## config.mk

```make
export PLATFORM = sky130hd
export DESIGN_NAME = gameTop
export DESIGN_NICKNAME = d
export VERILOG_FILES = /design/src/verilog/gamePkg.sv /design/src/verilog/pieceLoadIf.sv /design/src/verilog/shapeRom.sv /design/src/verilog/pieceFetcher.sv /design/src/verilog/moveControl.sv /design/src/verilog/gameBoard.sv /design/src/verilog/colorMapper.sv /design/src/verilog/gameTop.sv
export SDC_FILE = /design/constraint.sdc
export NUM_CORES = 2
export LEC_CHECK = 0
export BUFFER_PORTS_ARGS = -buffer_cell sky130_fd_sc_hd__buf_2
export CAP_MARGIN = 20
export CORE_MARGIN = 1.5
export CORE_UTILIZATION = 40
export DETAILED_ROUTE_END_ITERATION = 7
export PLACE_DENSITY = 0.64
export SYNTH_ARGS = -nofsm -noshare
export SYNTH_HDL_FRONTEND = slang
export SYNTH_SLANG_ARGS = --single-unit
```

## constraint.sdc

```tcl
create_clock -name clk -period 29.9 [get_ports clk]
set_input_delay 1.495 -clock clk [delete_from_list [all_inputs] [get_ports clk]]
set_output_delay 1.495 -clock clk [all_outputs]
set_load 0.005 [all_outputs]
```

## src/verilog/gamePkg.sv

```systemverilog
package gamePkg;

    // board geometry
    localparam int numRows = 12;
    localparam int numCols = 10;
    localparam int spawnCol = 3;

    // cell and color widths
    localparam int kindW = 4;
    localparam int colorW = 8;
    localparam int numKinds = 9;

    // drop timing
    localparam int dropPeriod = 8;
    localparam int dropCntW = 3;

    // shape ROM geometry
    localparam int romAddrW = 6;
    localparam int romDepth = 64;

    // fetcher FSM encodings
    localparam logic [2:0] fetchIdle = 3'd0;
    localparam logic [2:0] fetchIndex = 3'd1;
    localparam logic [2:0] fetchBase = 3'd2;
    localparam logic [2:0] fetchRowsLo = 3'd3;
    localparam logic [2:0] fetchRowsHi = 3'd4;
    localparam logic [2:0] fetchLoad = 3'd5;

    // piece kinds, 0 is an empty cell
    localparam logic [kindW-1:0] kindNone = 4'd0;
    localparam logic [kindW-1:0] kindT = 4'd1;
    localparam logic [kindW-1:0] kindSquare = 4'd2;
    localparam logic [kindW-1:0] kindJ = 4'd3;
    localparam logic [kindW-1:0] kindL = 4'd4;
    localparam logic [kindW-1:0] kindZ = 4'd5;
    localparam logic [kindW-1:0] kindS = 4'd6;
    localparam logic [kindW-1:0] kindLine = 4'd7;
    localparam logic [kindW-1:0] kindCursed = 4'd8;

    // one ROM word, either an index entry or two shape rows
    typedef union packed {
        struct packed {
            logic [3:0] unused;
            logic [3:0] base;
        } index;
        struct packed {
            logic [3:0] upper;
            logic [3:0] lower;
        } shape;
    } romWordT;

    // column 0 is the leftmost element
    typedef logic [0:numCols-1][kindW-1:0] rowKindsT;

    localparam logic [colorW-1:0] palette [0:numKinds-1] = '{
        8'h00, 8'hE3, 8'hFC, 8'h03, 8'hF4, 8'hE0, 8'h1C, 8'h1F, 8'hB6
    };

endpackage

```

## src/verilog/pieceLoadIf.sv

```systemverilog
`timescale 1ns/10ps

// one fetched piece, handed from the fetcher to the board
interface pieceLoadIf;

    // one-cycle strobe, kind and rows valid with it
    logic load;
    logic [gamePkg::kindW-1:0] kind;
    // row 0 is the top row, msb of each mask is the leftmost column
    logic [3:0][3:0] rows;

    modport source (
        output load,
        output kind,
        output rows
    );

    modport sink (
        input load,
        input kind,
        input rows
    );

endinterface

```

## src/verilog/shapeRom.sv

```systemverilog
`timescale 1ns/10ps

module shapeRom (
    input  logic                         clk,
    input  logic [gamePkg::romAddrW-1:0] addr,
    output gamePkg::romWordT             data
);

    logic [7:0] romWord;

    always_comb begin
        case (addr)
            // index entries, shape lives at twice the base
            {2'b00, gamePkg::kindT}: romWord = 8'h08;
            {2'b00, gamePkg::kindSquare}: romWord = 8'h09;
            {2'b00, gamePkg::kindJ}: romWord = 8'h0A;
            {2'b00, gamePkg::kindL}: romWord = 8'h0B;
            {2'b00, gamePkg::kindZ}: romWord = 8'h0C;
            {2'b00, gamePkg::kindS}: romWord = 8'h0D;
            {2'b00, gamePkg::kindLine}: romWord = 8'h0E;
            {2'b00, gamePkg::kindCursed}: romWord = 8'h0F;
            // T
            6'd16: romWord = 8'hE4;
            6'd17: romWord = 8'h00;
            // square
            6'd18: romWord = 8'h66;
            6'd19: romWord = 8'h00;
            // J
            6'd20: romWord = 8'h8E;
            6'd21: romWord = 8'h00;
            // L
            6'd22: romWord = 8'h2E;
            6'd23: romWord = 8'h00;
            // Z
            6'd24: romWord = 8'hC6;
            6'd25: romWord = 8'h00;
            // S
            6'd26: romWord = 8'h6C;
            6'd27: romWord = 8'h00;
            // line
            6'd28: romWord = 8'hF0;
            6'd29: romWord = 8'h00;
            // cursed, uses both word pairs
            6'd30: romWord = 8'h96;
            6'd31: romWord = 8'h69;
            default: romWord = 8'h00;
        endcase
    end

    // synchronous read, data follows addr by one clock
    always_ff @(posedge clk) begin
        data <= romWord;
    end

    // the fetcher must never present an unknown or out-of-table address
    addrInRange: assert property (
        @(posedge clk) !$isunknown(addr) && (int'(addr) < gamePkg::romDepth)
    ) else $error("shapeRom addr out of range: %h", addr);

endmodule

```

## src/verilog/pieceFetcher.sv

```systemverilog
`timescale 1ns/10ps

module pieceFetcher (
    input  logic                         clk,
    input  logic                         rstN,
    input  logic                         newPiece,
    output logic [gamePkg::romAddrW-1:0] addr,
    input  gamePkg::romWordT             data,
    output logic                         busy,
    pieceLoadIf.source                   load
);

    logic [2:0] state;
    logic [gamePkg::kindW-1:0] pieceKind;
    logic [3:0] baseReg;
    logic [3:0][3:0] rowsReg;

    // address for the next ROM read, the ROM registers it
    always_comb begin
        case (state)
            gamePkg::fetchIndex: addr = {2'b00, pieceKind};
            // index word is on data now
            gamePkg::fetchBase: addr = {1'b0, data.index.base, 1'b0};
            gamePkg::fetchRowsLo: addr = {1'b0, baseReg, 1'b1};
            default: addr = '0;
        endcase
    end

    always_ff @(posedge clk) begin
        if (!rstN) begin
            state <= gamePkg::fetchIdle;
            pieceKind <= gamePkg::kindLine;
        end else begin
            case (state)
                gamePkg::fetchIdle: begin
                    if (newPiece) begin
                        // kinds cycle 1..8
                        pieceKind <= (pieceKind % 4'd8) + 4'd1;
                        state <= gamePkg::fetchIndex;
                    end
                end
                gamePkg::fetchIndex: state <= gamePkg::fetchBase;
                gamePkg::fetchBase: state <= gamePkg::fetchRowsLo;
                gamePkg::fetchRowsLo: state <= gamePkg::fetchRowsHi;
                gamePkg::fetchRowsHi: state <= gamePkg::fetchLoad;
                default: state <= gamePkg::fetchIdle;
            endcase
        end
    end

    // payload capture, data is a shape word from here on
    always_ff @(posedge clk) begin
        if (state == gamePkg::fetchBase) begin
            baseReg <= data.index.base;
        end
        if (state == gamePkg::fetchRowsLo) begin
            rowsReg[0] <= data.shape.upper;
            rowsReg[1] <= data.shape.lower;
        end
        if (state == gamePkg::fetchRowsHi) begin
            rowsReg[2] <= data.shape.upper;
            rowsReg[3] <= data.shape.lower;
        end
    end

    assign busy = (state != gamePkg::fetchIdle);
    assign load.load = (state == gamePkg::fetchLoad);
    assign load.kind = pieceKind;
    assign load.rows = rowsReg;

    // a load is a single pulse inside a busy window
    loadPulse: assert property (
        @(posedge clk) disable iff (!rstN)
        load.load |-> busy ##1 !load.load
    ) else $error("load not a single pulse within busy");

endmodule

```

## src/verilog/moveControl.sv

```systemverilog
`timescale 1ns/10ps

module moveControl (
    input  logic clk,
    input  logic rstN,
    input  logic moveLeft,
    input  logic moveRight,
    output logic tick,
    output logic pendLeft,
    output logic pendRight
);

    logic [1:0] leftSync;
    logic [1:0] rightSync;
    logic leftLast;
    logic rightLast;
    logic leftPress;
    logic rightPress;
    logic [gamePkg::dropCntW-1:0] dropCount;

    // two flops per button, then an edge detector
    always_ff @(posedge clk) begin
        if (!rstN) begin
            leftSync <= '0;
            rightSync <= '0;
            leftLast <= 1'b0;
            rightLast <= 1'b0;
        end else begin
            leftSync <= {leftSync[0], moveLeft};
            rightSync <= {rightSync[0], moveRight};
            leftLast <= leftSync[1];
            rightLast <= rightSync[1];
        end
    end

    assign leftPress = leftSync[1] & ~leftLast;
    assign rightPress = rightSync[1] & ~rightLast;

    // latest press wins, both cleared once a tick consumes them
    always_ff @(posedge clk) begin
        if (!rstN) begin
            pendLeft <= 1'b0;
            pendRight <= 1'b0;
        end else if (tick) begin
            pendLeft <= 1'b0;
            pendRight <= 1'b0;
        end else if (leftPress && !rightPress) begin
            pendLeft <= 1'b1;
            pendRight <= 1'b0;
        end else if (rightPress && !leftPress) begin
            pendLeft <= 1'b0;
            pendRight <= 1'b1;
        end
    end

    // drop period counter
    always_ff @(posedge clk) begin
        if (!rstN) begin
            dropCount <= '0;
            tick <= 1'b0;
        end else begin
            dropCount <= dropCount + 1'b1;
            tick <= (dropCount == gamePkg::dropCntW'(gamePkg::dropPeriod - 1));
        end
    end

    pendExclusive: assert property (
        @(posedge clk) disable iff (!rstN) !(pendLeft && pendRight)
    ) else $error("pendLeft and pendRight both set");

endmodule

```

## src/verilog/gameBoard.sv

```systemverilog
`timescale 1ns/10ps

module gameBoard (
    input  logic              clk,
    input  logic              rstN,
    pieceLoadIf.sink          load,
    input  logic              tick,
    input  logic              pendLeft,
    input  logic              pendRight,
    input  logic [3:0]        rowSel,
    output gamePkg::rowKindsT rowKinds,
    output logic              landed
);

    gamePkg::rowKindsT falling [gamePkg::numRows];
    gamePkg::rowKindsT stored [gamePkg::numRows];
    gamePkg::rowKindsT spawnLayer [gamePkg::numRows];
    gamePkg::rowKindsT movedLayer [gamePkg::numRows];

    logic [gamePkg::numRows-1:0][0:gamePkg::numCols-1] fallOcc;
    logic [gamePkg::numRows-1:0][0:gamePkg::numCols-1] storeOcc;
    logic landNow;
    logic canLeft;
    logic canRight;
    logic shiftLeft;
    logic shiftRight;
    logic hasPiece;

    // occupancy maps of both layers
    always_comb begin
        for (int r = 0; r < gamePkg::numRows; r++) begin
            for (int c = 0; c < gamePkg::numCols; c++) begin
                fallOcc[r][c] = (falling[r][c] != gamePkg::kindNone);
                storeOcc[r][c] = (stored[r][c] != gamePkg::kindNone);
            end
        end
    end

    assign hasPiece = |fallOcc;

    // rests on the floor or on a stored cell
    always_comb begin
        landNow = |fallOcc[gamePkg::numRows-1];
        for (int r = 0; r < gamePkg::numRows - 1; r++) begin
            landNow = landNow | (|(fallOcc[r] & storeOcc[r+1]));
        end
    end

    // shift legality, checked at the dropped and shifted position
    always_comb begin
        canLeft = 1'b1;
        canRight = 1'b1;
        for (int r = 0; r < gamePkg::numRows - 1; r++) begin
            for (int c = 0; c < gamePkg::numCols; c++) begin
                if (fallOcc[r][c]) begin
                    if (c == 0 || storeOcc[r+1][(c == 0) ? 0 : c-1]) begin
                        canLeft = 1'b0;
                    end
                    if (c == gamePkg::numCols - 1 ||
                        storeOcc[r+1][(c == gamePkg::numCols - 1) ? c : c+1]) begin
                        canRight = 1'b0;
                    end
                end
            end
        end
    end

    assign shiftLeft = pendLeft & canLeft;
    assign shiftRight = pendRight & canRight;

    // falling layer one row down, optionally one column over
    always_comb begin
        for (int r = 0; r < gamePkg::numRows; r++) begin
            movedLayer[r] = '0;
        end
        for (int r = 1; r < gamePkg::numRows; r++) begin
            for (int c = 0; c < gamePkg::numCols; c++) begin
                if (shiftLeft) begin
                    if (c < gamePkg::numCols - 1) begin
                        movedLayer[r][c] = falling[r-1][c+1];
                    end
                end else if (shiftRight) begin
                    if (c > 0) begin
                        movedLayer[r][c] = falling[r-1][c-1];
                    end
                end else begin
                    movedLayer[r][c] = falling[r-1][c];
                end
            end
        end
    end

    // new piece in rows 0-3 starting at the spawn column
    always_comb begin
        for (int r = 0; r < gamePkg::numRows; r++) begin
            spawnLayer[r] = '0;
        end
        for (int r = 0; r < 4; r++) begin
            for (int i = 0; i < 4; i++) begin
                if (load.rows[r][3-i]) begin
                    spawnLayer[r][gamePkg::spawnCol + i] = load.kind;
                end
            end
        end
    end

    always_ff @(posedge clk) begin
        if (!rstN) begin
            for (int r = 0; r < gamePkg::numRows; r++) begin
                falling[r] <= '0;
                stored[r] <= '0;
            end
            landed <= 1'b0;
        end else begin
            landed <= 1'b0;
            if (load.load) begin
                falling <= spawnLayer;
            end else if (tick && hasPiece) begin
                if (landNow) begin
                    // merge into the stored layer
                    for (int r = 0; r < gamePkg::numRows; r++) begin
                        stored[r] <= stored[r] | falling[r];
                        falling[r] <= '0;
                    end
                    landed <= 1'b1;
                end else begin
                    falling <= movedLayer;
                end
            end
        end
    end

    // row readout, rows past the board read empty
    always_comb begin
        if (rowSel < 4'(gamePkg::numRows)) begin
            rowKinds = falling[rowSel] | stored[rowSel];
        end else begin
            rowKinds = '0;
        end
    end

    noOverlap: assert property (
        @(posedge clk) disable iff (!rstN) !(|(fallOcc & storeOcc))
    ) else $error("falling and stored layers overlap");

endmodule

```

## src/verilog/colorMapper.sv

```systemverilog
`timescale 1ns/10ps

module colorMapper (
    input  gamePkg::rowKindsT                          rowKinds,
    output logic [gamePkg::numCols*gamePkg::colorW-1:0] rowColors
);

    logic [gamePkg::kindW-1:0] cellKind;

    // column 0 lands in the top byte
    always_comb begin
        rowColors = '0;
        cellKind = '0;
        for (int c = 0; c < gamePkg::numCols; c++) begin
            cellKind = rowKinds[c];
            if (int'(cellKind) < gamePkg::numKinds) begin
                rowColors[(gamePkg::numCols - 1 - c) * gamePkg::colorW +: gamePkg::colorW] =
                    gamePkg::palette[cellKind];
            end else begin
                // unknown kinds show as background
                rowColors[(gamePkg::numCols - 1 - c) * gamePkg::colorW +: gamePkg::colorW] =
                    '0;
            end
        end
    end

endmodule

```

## src/verilog/gameTop.sv

```systemverilog
`timescale 1ns/10ps

module gameTop (
    input  logic                                        clk,
    input  logic                                        rstN,
    input  logic                                        newPiece,
    input  logic                                        moveLeft,
    input  logic                                        moveRight,
    input  logic [3:0]                                  rowSel,
    output logic [gamePkg::numCols*gamePkg::colorW-1:0] rowColors,
    output logic                                        landed,
    output logic                                        busy
);

    logic [gamePkg::romAddrW-1:0] romAddr;
    gamePkg::romWordT romData;
    logic tick;
    logic pendLeft;
    logic pendRight;
    gamePkg::rowKindsT rowKinds;

    pieceLoadIf pieceLoad_i ();

    shapeRom shapeRom_i (
        .clk  (clk),
        .addr (romAddr),
        .data (romData)
    );

    pieceFetcher pieceFetcher_i (
        .clk      (clk),
        .rstN     (rstN),
        .newPiece (newPiece),
        .addr     (romAddr),
        .data     (romData),
        .busy     (busy),
        .load     (pieceLoad_i.source)
    );

    moveControl moveControl_i (
        .clk       (clk),
        .rstN      (rstN),
        .moveLeft  (moveLeft),
        .moveRight (moveRight),
        .tick      (tick),
        .pendLeft  (pendLeft),
        .pendRight (pendRight)
    );

    gameBoard gameBoard_i (
        .clk       (clk),
        .rstN      (rstN),
        .load      (pieceLoad_i.sink),
        .tick      (tick),
        .pendLeft  (pendLeft),
        .pendRight (pendRight),
        .rowSel    (rowSel),
        .rowKinds  (rowKinds),
        .landed    (landed)
    );

    colorMapper colorMapper_i (
        .rowKinds  (rowKinds),
        .rowColors (rowColors)
    );

endmodule

```

==> reports/qor.json <==
{
  "run_status": {"value": "finished clean"},
  "clkSlewWorstSetupHoldPaths": {"value": 0.05, "unit": "ns"},
  "cts_tree": {"value": "built"},
  "final-max-slew-violation-count": {"value": 0},
  "clk_root_buffer_cell": {"value": "sky130_fd_sc_hd__clkbuf_16"},
  "irDropWorstVdd": {"value": 0.0000537, "unit": "V"},
  "via_per_inst": {"value": 6.34},
  "crit_path_cell_trace": {"value": "buf_6, buf_4, buf_4, mux4_2, o21ai_0, o211ai_1, mux2_2, nor2_1, nand2b_1, buf_2"},
  "grt_usage": {"value": 0.329},
  "drive_above_1_share": {"value": 0.194},
  "final.setup.tns": {"value": 0, "unit": "ns"},
  "drt.antenna.violating_nets": {"value": 0},
  "die-width": {"value": 350, "unit": "um"},
  "holdPathEnd": {"value": "moveControl_i.dropCount[0]"},
  "residual_drc_count": {"value": 0},
  "die_area": {"value": 122000, "unit": "sq um"},
  "cts-buffers-inserted": {"value": 101},
  "worst-slew-pin-transition": {"value": 1.28, "unit": "ns"},
  "ys_seq_area_frac": {"value": 0.473},
  "yosys_warnings": {"value": 0},
  "dpl.cell_count": {"value": 6470},
  "layoutNonFillerInstCount": {"value": 6664},
  "gpl.final_weighted_congestion": {"value": 1.11},
  "first_pass_grt_wire_length": {"value": 293, "unit": "mm"},
  "grt_max_degree": {"value": 168},
  "critPathLaunchType": {"value": "primary input"},
  "synth.ff_latch_count": {"value": 912},
  "finClkSkew": {"value": 0.0344, "unit": "ns"},
  "buf_inv_stages_crit_path": {"value": 4},
  "synthArstFlopShare": {"value": 0},
  "synth-edff-count": {"value": 452},
  "final.setup.worst_slack": {"value": 22.59, "unit": "ns"},
  "post_cts_resized": {"value": 0},
  "coreArea": {"value": 120000, "unit": "sq um"},
  "cp-end-kind": {"value": "output port"},
  "tightest_slew_margin_relative_to_the_limit": {"value": 0.136},
  "max-cap-violations": {"value": 0},
  "cts-htree-levels": {"value": 3},
  "critPathArrivalTime": {"value": 5.81, "unit": "ns"},
  "cts_sinks": {"value": 912},
  "r2r.worst_path.cells": {"value": 12},
  "max_freq": {"value": 137, "unit": "MHz"},
  "worst_path_dominant_cell_family": {"value": "buffers and inverters"},
  "design_power_total": {"value": 2900, "unit": "uW"},
  "ws_path_type": {"value": "in -> out"},
  "critical_path.most_common_cell": {"value": "sky130_fd_sc_hd__buf_4"},
  "preCtsSetupSlack": {"value": 22.64, "unit": "ns"},
  "crit-reg2reg-capture": {"value": "gameBoard_i.stored[8][26]"},
  "finalNetCount": {"value": 5021},
  "first_iter_violations": {"value": 5410},
  "die-height": {"value": 350, "unit": "um"},
  "antenna_found_initial": {"value": 9},
  "hold_path.startpoint": {"value": "moveControl_i.dropCount[0]"},
  "synth_cells": {"value": 4878},
  "synth_top_area_cell": {"value": "sky130_fd_sc_hd__edfxtp_1"},
  "synthTopCellsByArea": {"value": "sky130_fd_sc_hd__edfxtp_1, sky130_fd_sc_hd__dfxtp_1, sky130_fd_sc_hd__nor2_1"},
  "worstHoldPathCells": {"value": 1},
  "syn_area": {"value": 48100, "unit": "sq um"},
  "drt_pre_antenna_iters": {"value": 6},
  "via_count": {"value": 42242},
  "clk_latency": {"value": 0.71, "unit": "ns"},
  "top_level_ports": {"value": 91},
  "yosys.cell_types.count": {"value": 63},
  "rsz0062_at_grt": {"value": "no"},
  "power_per_cell_area": {"value": 53.2, "unit": "nW/um^2"},
  "slowest_stage": {"value": "sky130_fd_sc_hd__buf_4"},
  "fin_crit": {"value": 7.31, "unit": "ns"},
  "postSynthAreaPerCell": {"value": 9.87, "unit": "sq um"},
  "synth-main-ff-cell": {"value": "sky130_fd_sc_hd__dfxtp_1"},
  "synth_top_cell_area_share": {"value": 0.282},
  "avgRoutedWirePerCell": {"value": 30.8, "unit": "um"},
  "timing.critical_path.required": {"value": 28.41, "unit": "ns"},
  "critical_path.max_stage_delay": {"value": 0.84, "unit": "ns"},
  "rrSetupSlack": {"value": 22.97, "unit": "ns"},
  "postCtsSetupRepairBufs": {"value": 0},
  "worst_hold_path_type": {"value": "reg -> reg"},
  "synth_nets": {"value": 4935},
  "critical_path.max_fanout": {"value": 46},
  "count_of_hold_buffers_inserted_by_post_cts_repair": {"value": 0},
  "finalCritPeriodShare": {"value": 0.244},
  "starting_density_of_the_core": {"value": 0.402},
  "finalSetupViolations": {"value": 0},
  "final_core_utilization": {"value": 0.456},
  "place.port_buffers": {"value": 90},
  "timing.rr.start": {"value": "gameBoard_i.falling[123]"},
  "hold_viol": {"value": 0},
  "area_delta_synth_final": {"value": 13.3, "unit": "%"},
  "power_leakage": {"value": 0.0219, "unit": "uW"},
  "max-clock-path-buffers": {"value": 3},
  "global_route.overflow_total": {"value": 0},
  "row_count": {"value": 127},
  "first_global_vias": {"value": 39243},
  "detailed_place_hpwl": {"value": 147, "unit": "mm"},
  "drt_wl_total": {"value": 205, "unit": "mm"}
}
-- placed cells by master (no fill, tap or decap), types with 107 or more instances in the layout --
master / count
sky130_fd_sc_hd__buf_4: 212
sky130_fd_sc_hd__clkbuf_16: 108
sky130_fd_sc_hd__dfxtp_1: 460
sky130_fd_sc_hd__edfxtp_1: 452
sky130_fd_sc_hd__mux2_2: 285
sky130_fd_sc_hd__mux2i_1: 315
sky130_fd_sc_hd__nand2_1: 364
sky130_fd_sc_hd__nor2_1: 1017
sky130_fd_sc_hd__nor4_1: 150
sky130_fd_sc_hd__nor4_2: 107
sky130_fd_sc_hd__o21ai_0: 364
sky130_fd_sc_hd__o22ai_1: 187
-- state kept, by name, indices dropped and copies added (netlist names), 2 cells and up --
register and cells:
pieceFetcher_i.load.kind 4, gameBoard_i.falling 432, moveControl_i.dropCount 3, pieceFetcher_i.baseReg 4, shapeRom_i.data 8, moveControl_i.leftSync 2, moveControl_i.rightSync 2, gameBoard_i.stored 432
pieceFetcher_i.load.rows 16, pieceFetcher_i.state 3
-- cell usage after synthesis, drive strengths merged (31+ instances only) --
master / instances
a32oi: 53
dfxtp: 460
nand4: 43
and2: 56
mux2i: 315
a211oi: 54
a31oi: 46
o22ai: 187
nand3: 53
a21oi: 69
nor3: 31
edfxtp: 452
o21ai: 373
buf: 182
nand2: 368
nor2: 1019
a21o: 34
mux4: 87
mux2: 285
o21bai: 40
and3: 41
a22oi: 37
ha: 48
inv: 34
clkbuf: 147
nor4: 261
-- power breakdown --
part	switching (uW)	internal, uW
sequential	24.6	1340
combinational	186	93.8
clock	530	724
total	741	2160
-- worst register-to-register path, stage by stage (launching register included) --
cell and delay [ns]:
sky130_fd_sc_hd__dfxtp_1 0.37, sky130_fd_sc_hd__nor4_2 1.08, sky130_fd_sc_hd__nand4_1 0.26, sky130_fd_sc_hd__nor4_1 0.76, sky130_fd_sc_hd__nand4_1 0.26, sky130_fd_sc_hd__o21ai_4 0.17, sky130_fd_sc_hd__buf_4 0.49, sky130_fd_sc_hd__buf_4 0.63
sky130_fd_sc_hd__nor2_1 0.21, sky130_fd_sc_hd__nand2_4 0.43, sky130_fd_sc_hd__buf_4 0.82, sky130_fd_sc_hd__buf_4 1.00, sky130_fd_sc_hd__nor2_1 0.18
-- per-stage QoR --
stage / area [sq um] / hold WS [ns]
CTS: 54500 / 0.422
floorplan: 48100 / 0.399
finish: 54500 / 0.420
detailed placement: 51200 / 0.414
global placement: 51200 / 0.410
global route: 54500 / 0.442
-- metal layers --
metal,vias to the layer above,share of wire,track usage,routed length [um]
met1,21013,0.40,0.444,82200
met5,-,0.00024,0,49
met2,2462,0.44,0.499,91000
met4,8,0.053,0.161,10900
li1,18308,-,-,-
met3,451,0.10,0.0717,20900
-- final cells by class --
type,count,area (sq um)
clock buffer,150,2990
tap,1612,2020
antenna,3,7.51
timing repair buffer,312,2180
fill,11229,65100
sequential,912,22800
clock inverter,38,294
multi-input combinational,3602,24100
inverter,35,133
-- kinds of logic after synthesis --
kind of cell / Yosys count / synth area share
AND/OR/NAND/NOR: 1912 / 0.181
adder cells (fa/ha/maj): 48 / 0.0125
AO/OA/AOI/OAI: 952 / 0.124
flip-flops: 912 / 0.473
buffers and inverters: 364 / 0.0362
multiplexers: 687 / 0.173
XOR/XNOR: 3 / 0.000546
-- worst max-delay path by stage --
stage / slack [ns] / cells past startpoint / startpoint / end
global route: 22.43 / 10 / rowSel[1] / rowColors[15]
detailed placement: 22.64 / 10 / rowSel[1] / rowColors[17]
global placement: 22.71 / 10 / rowSel[1] / rowColors[17]
floorplan: 17.93 / 8 / gameBoard_i.falling[419] / gameBoard_i.stored[0][12]
finish: 22.59 / 10 / rowSel[1] / rowColors[17]
CTS: 22.63 / 10 / rowSel[1] / rowColors[17]
(Power assumes the default switching activity.)
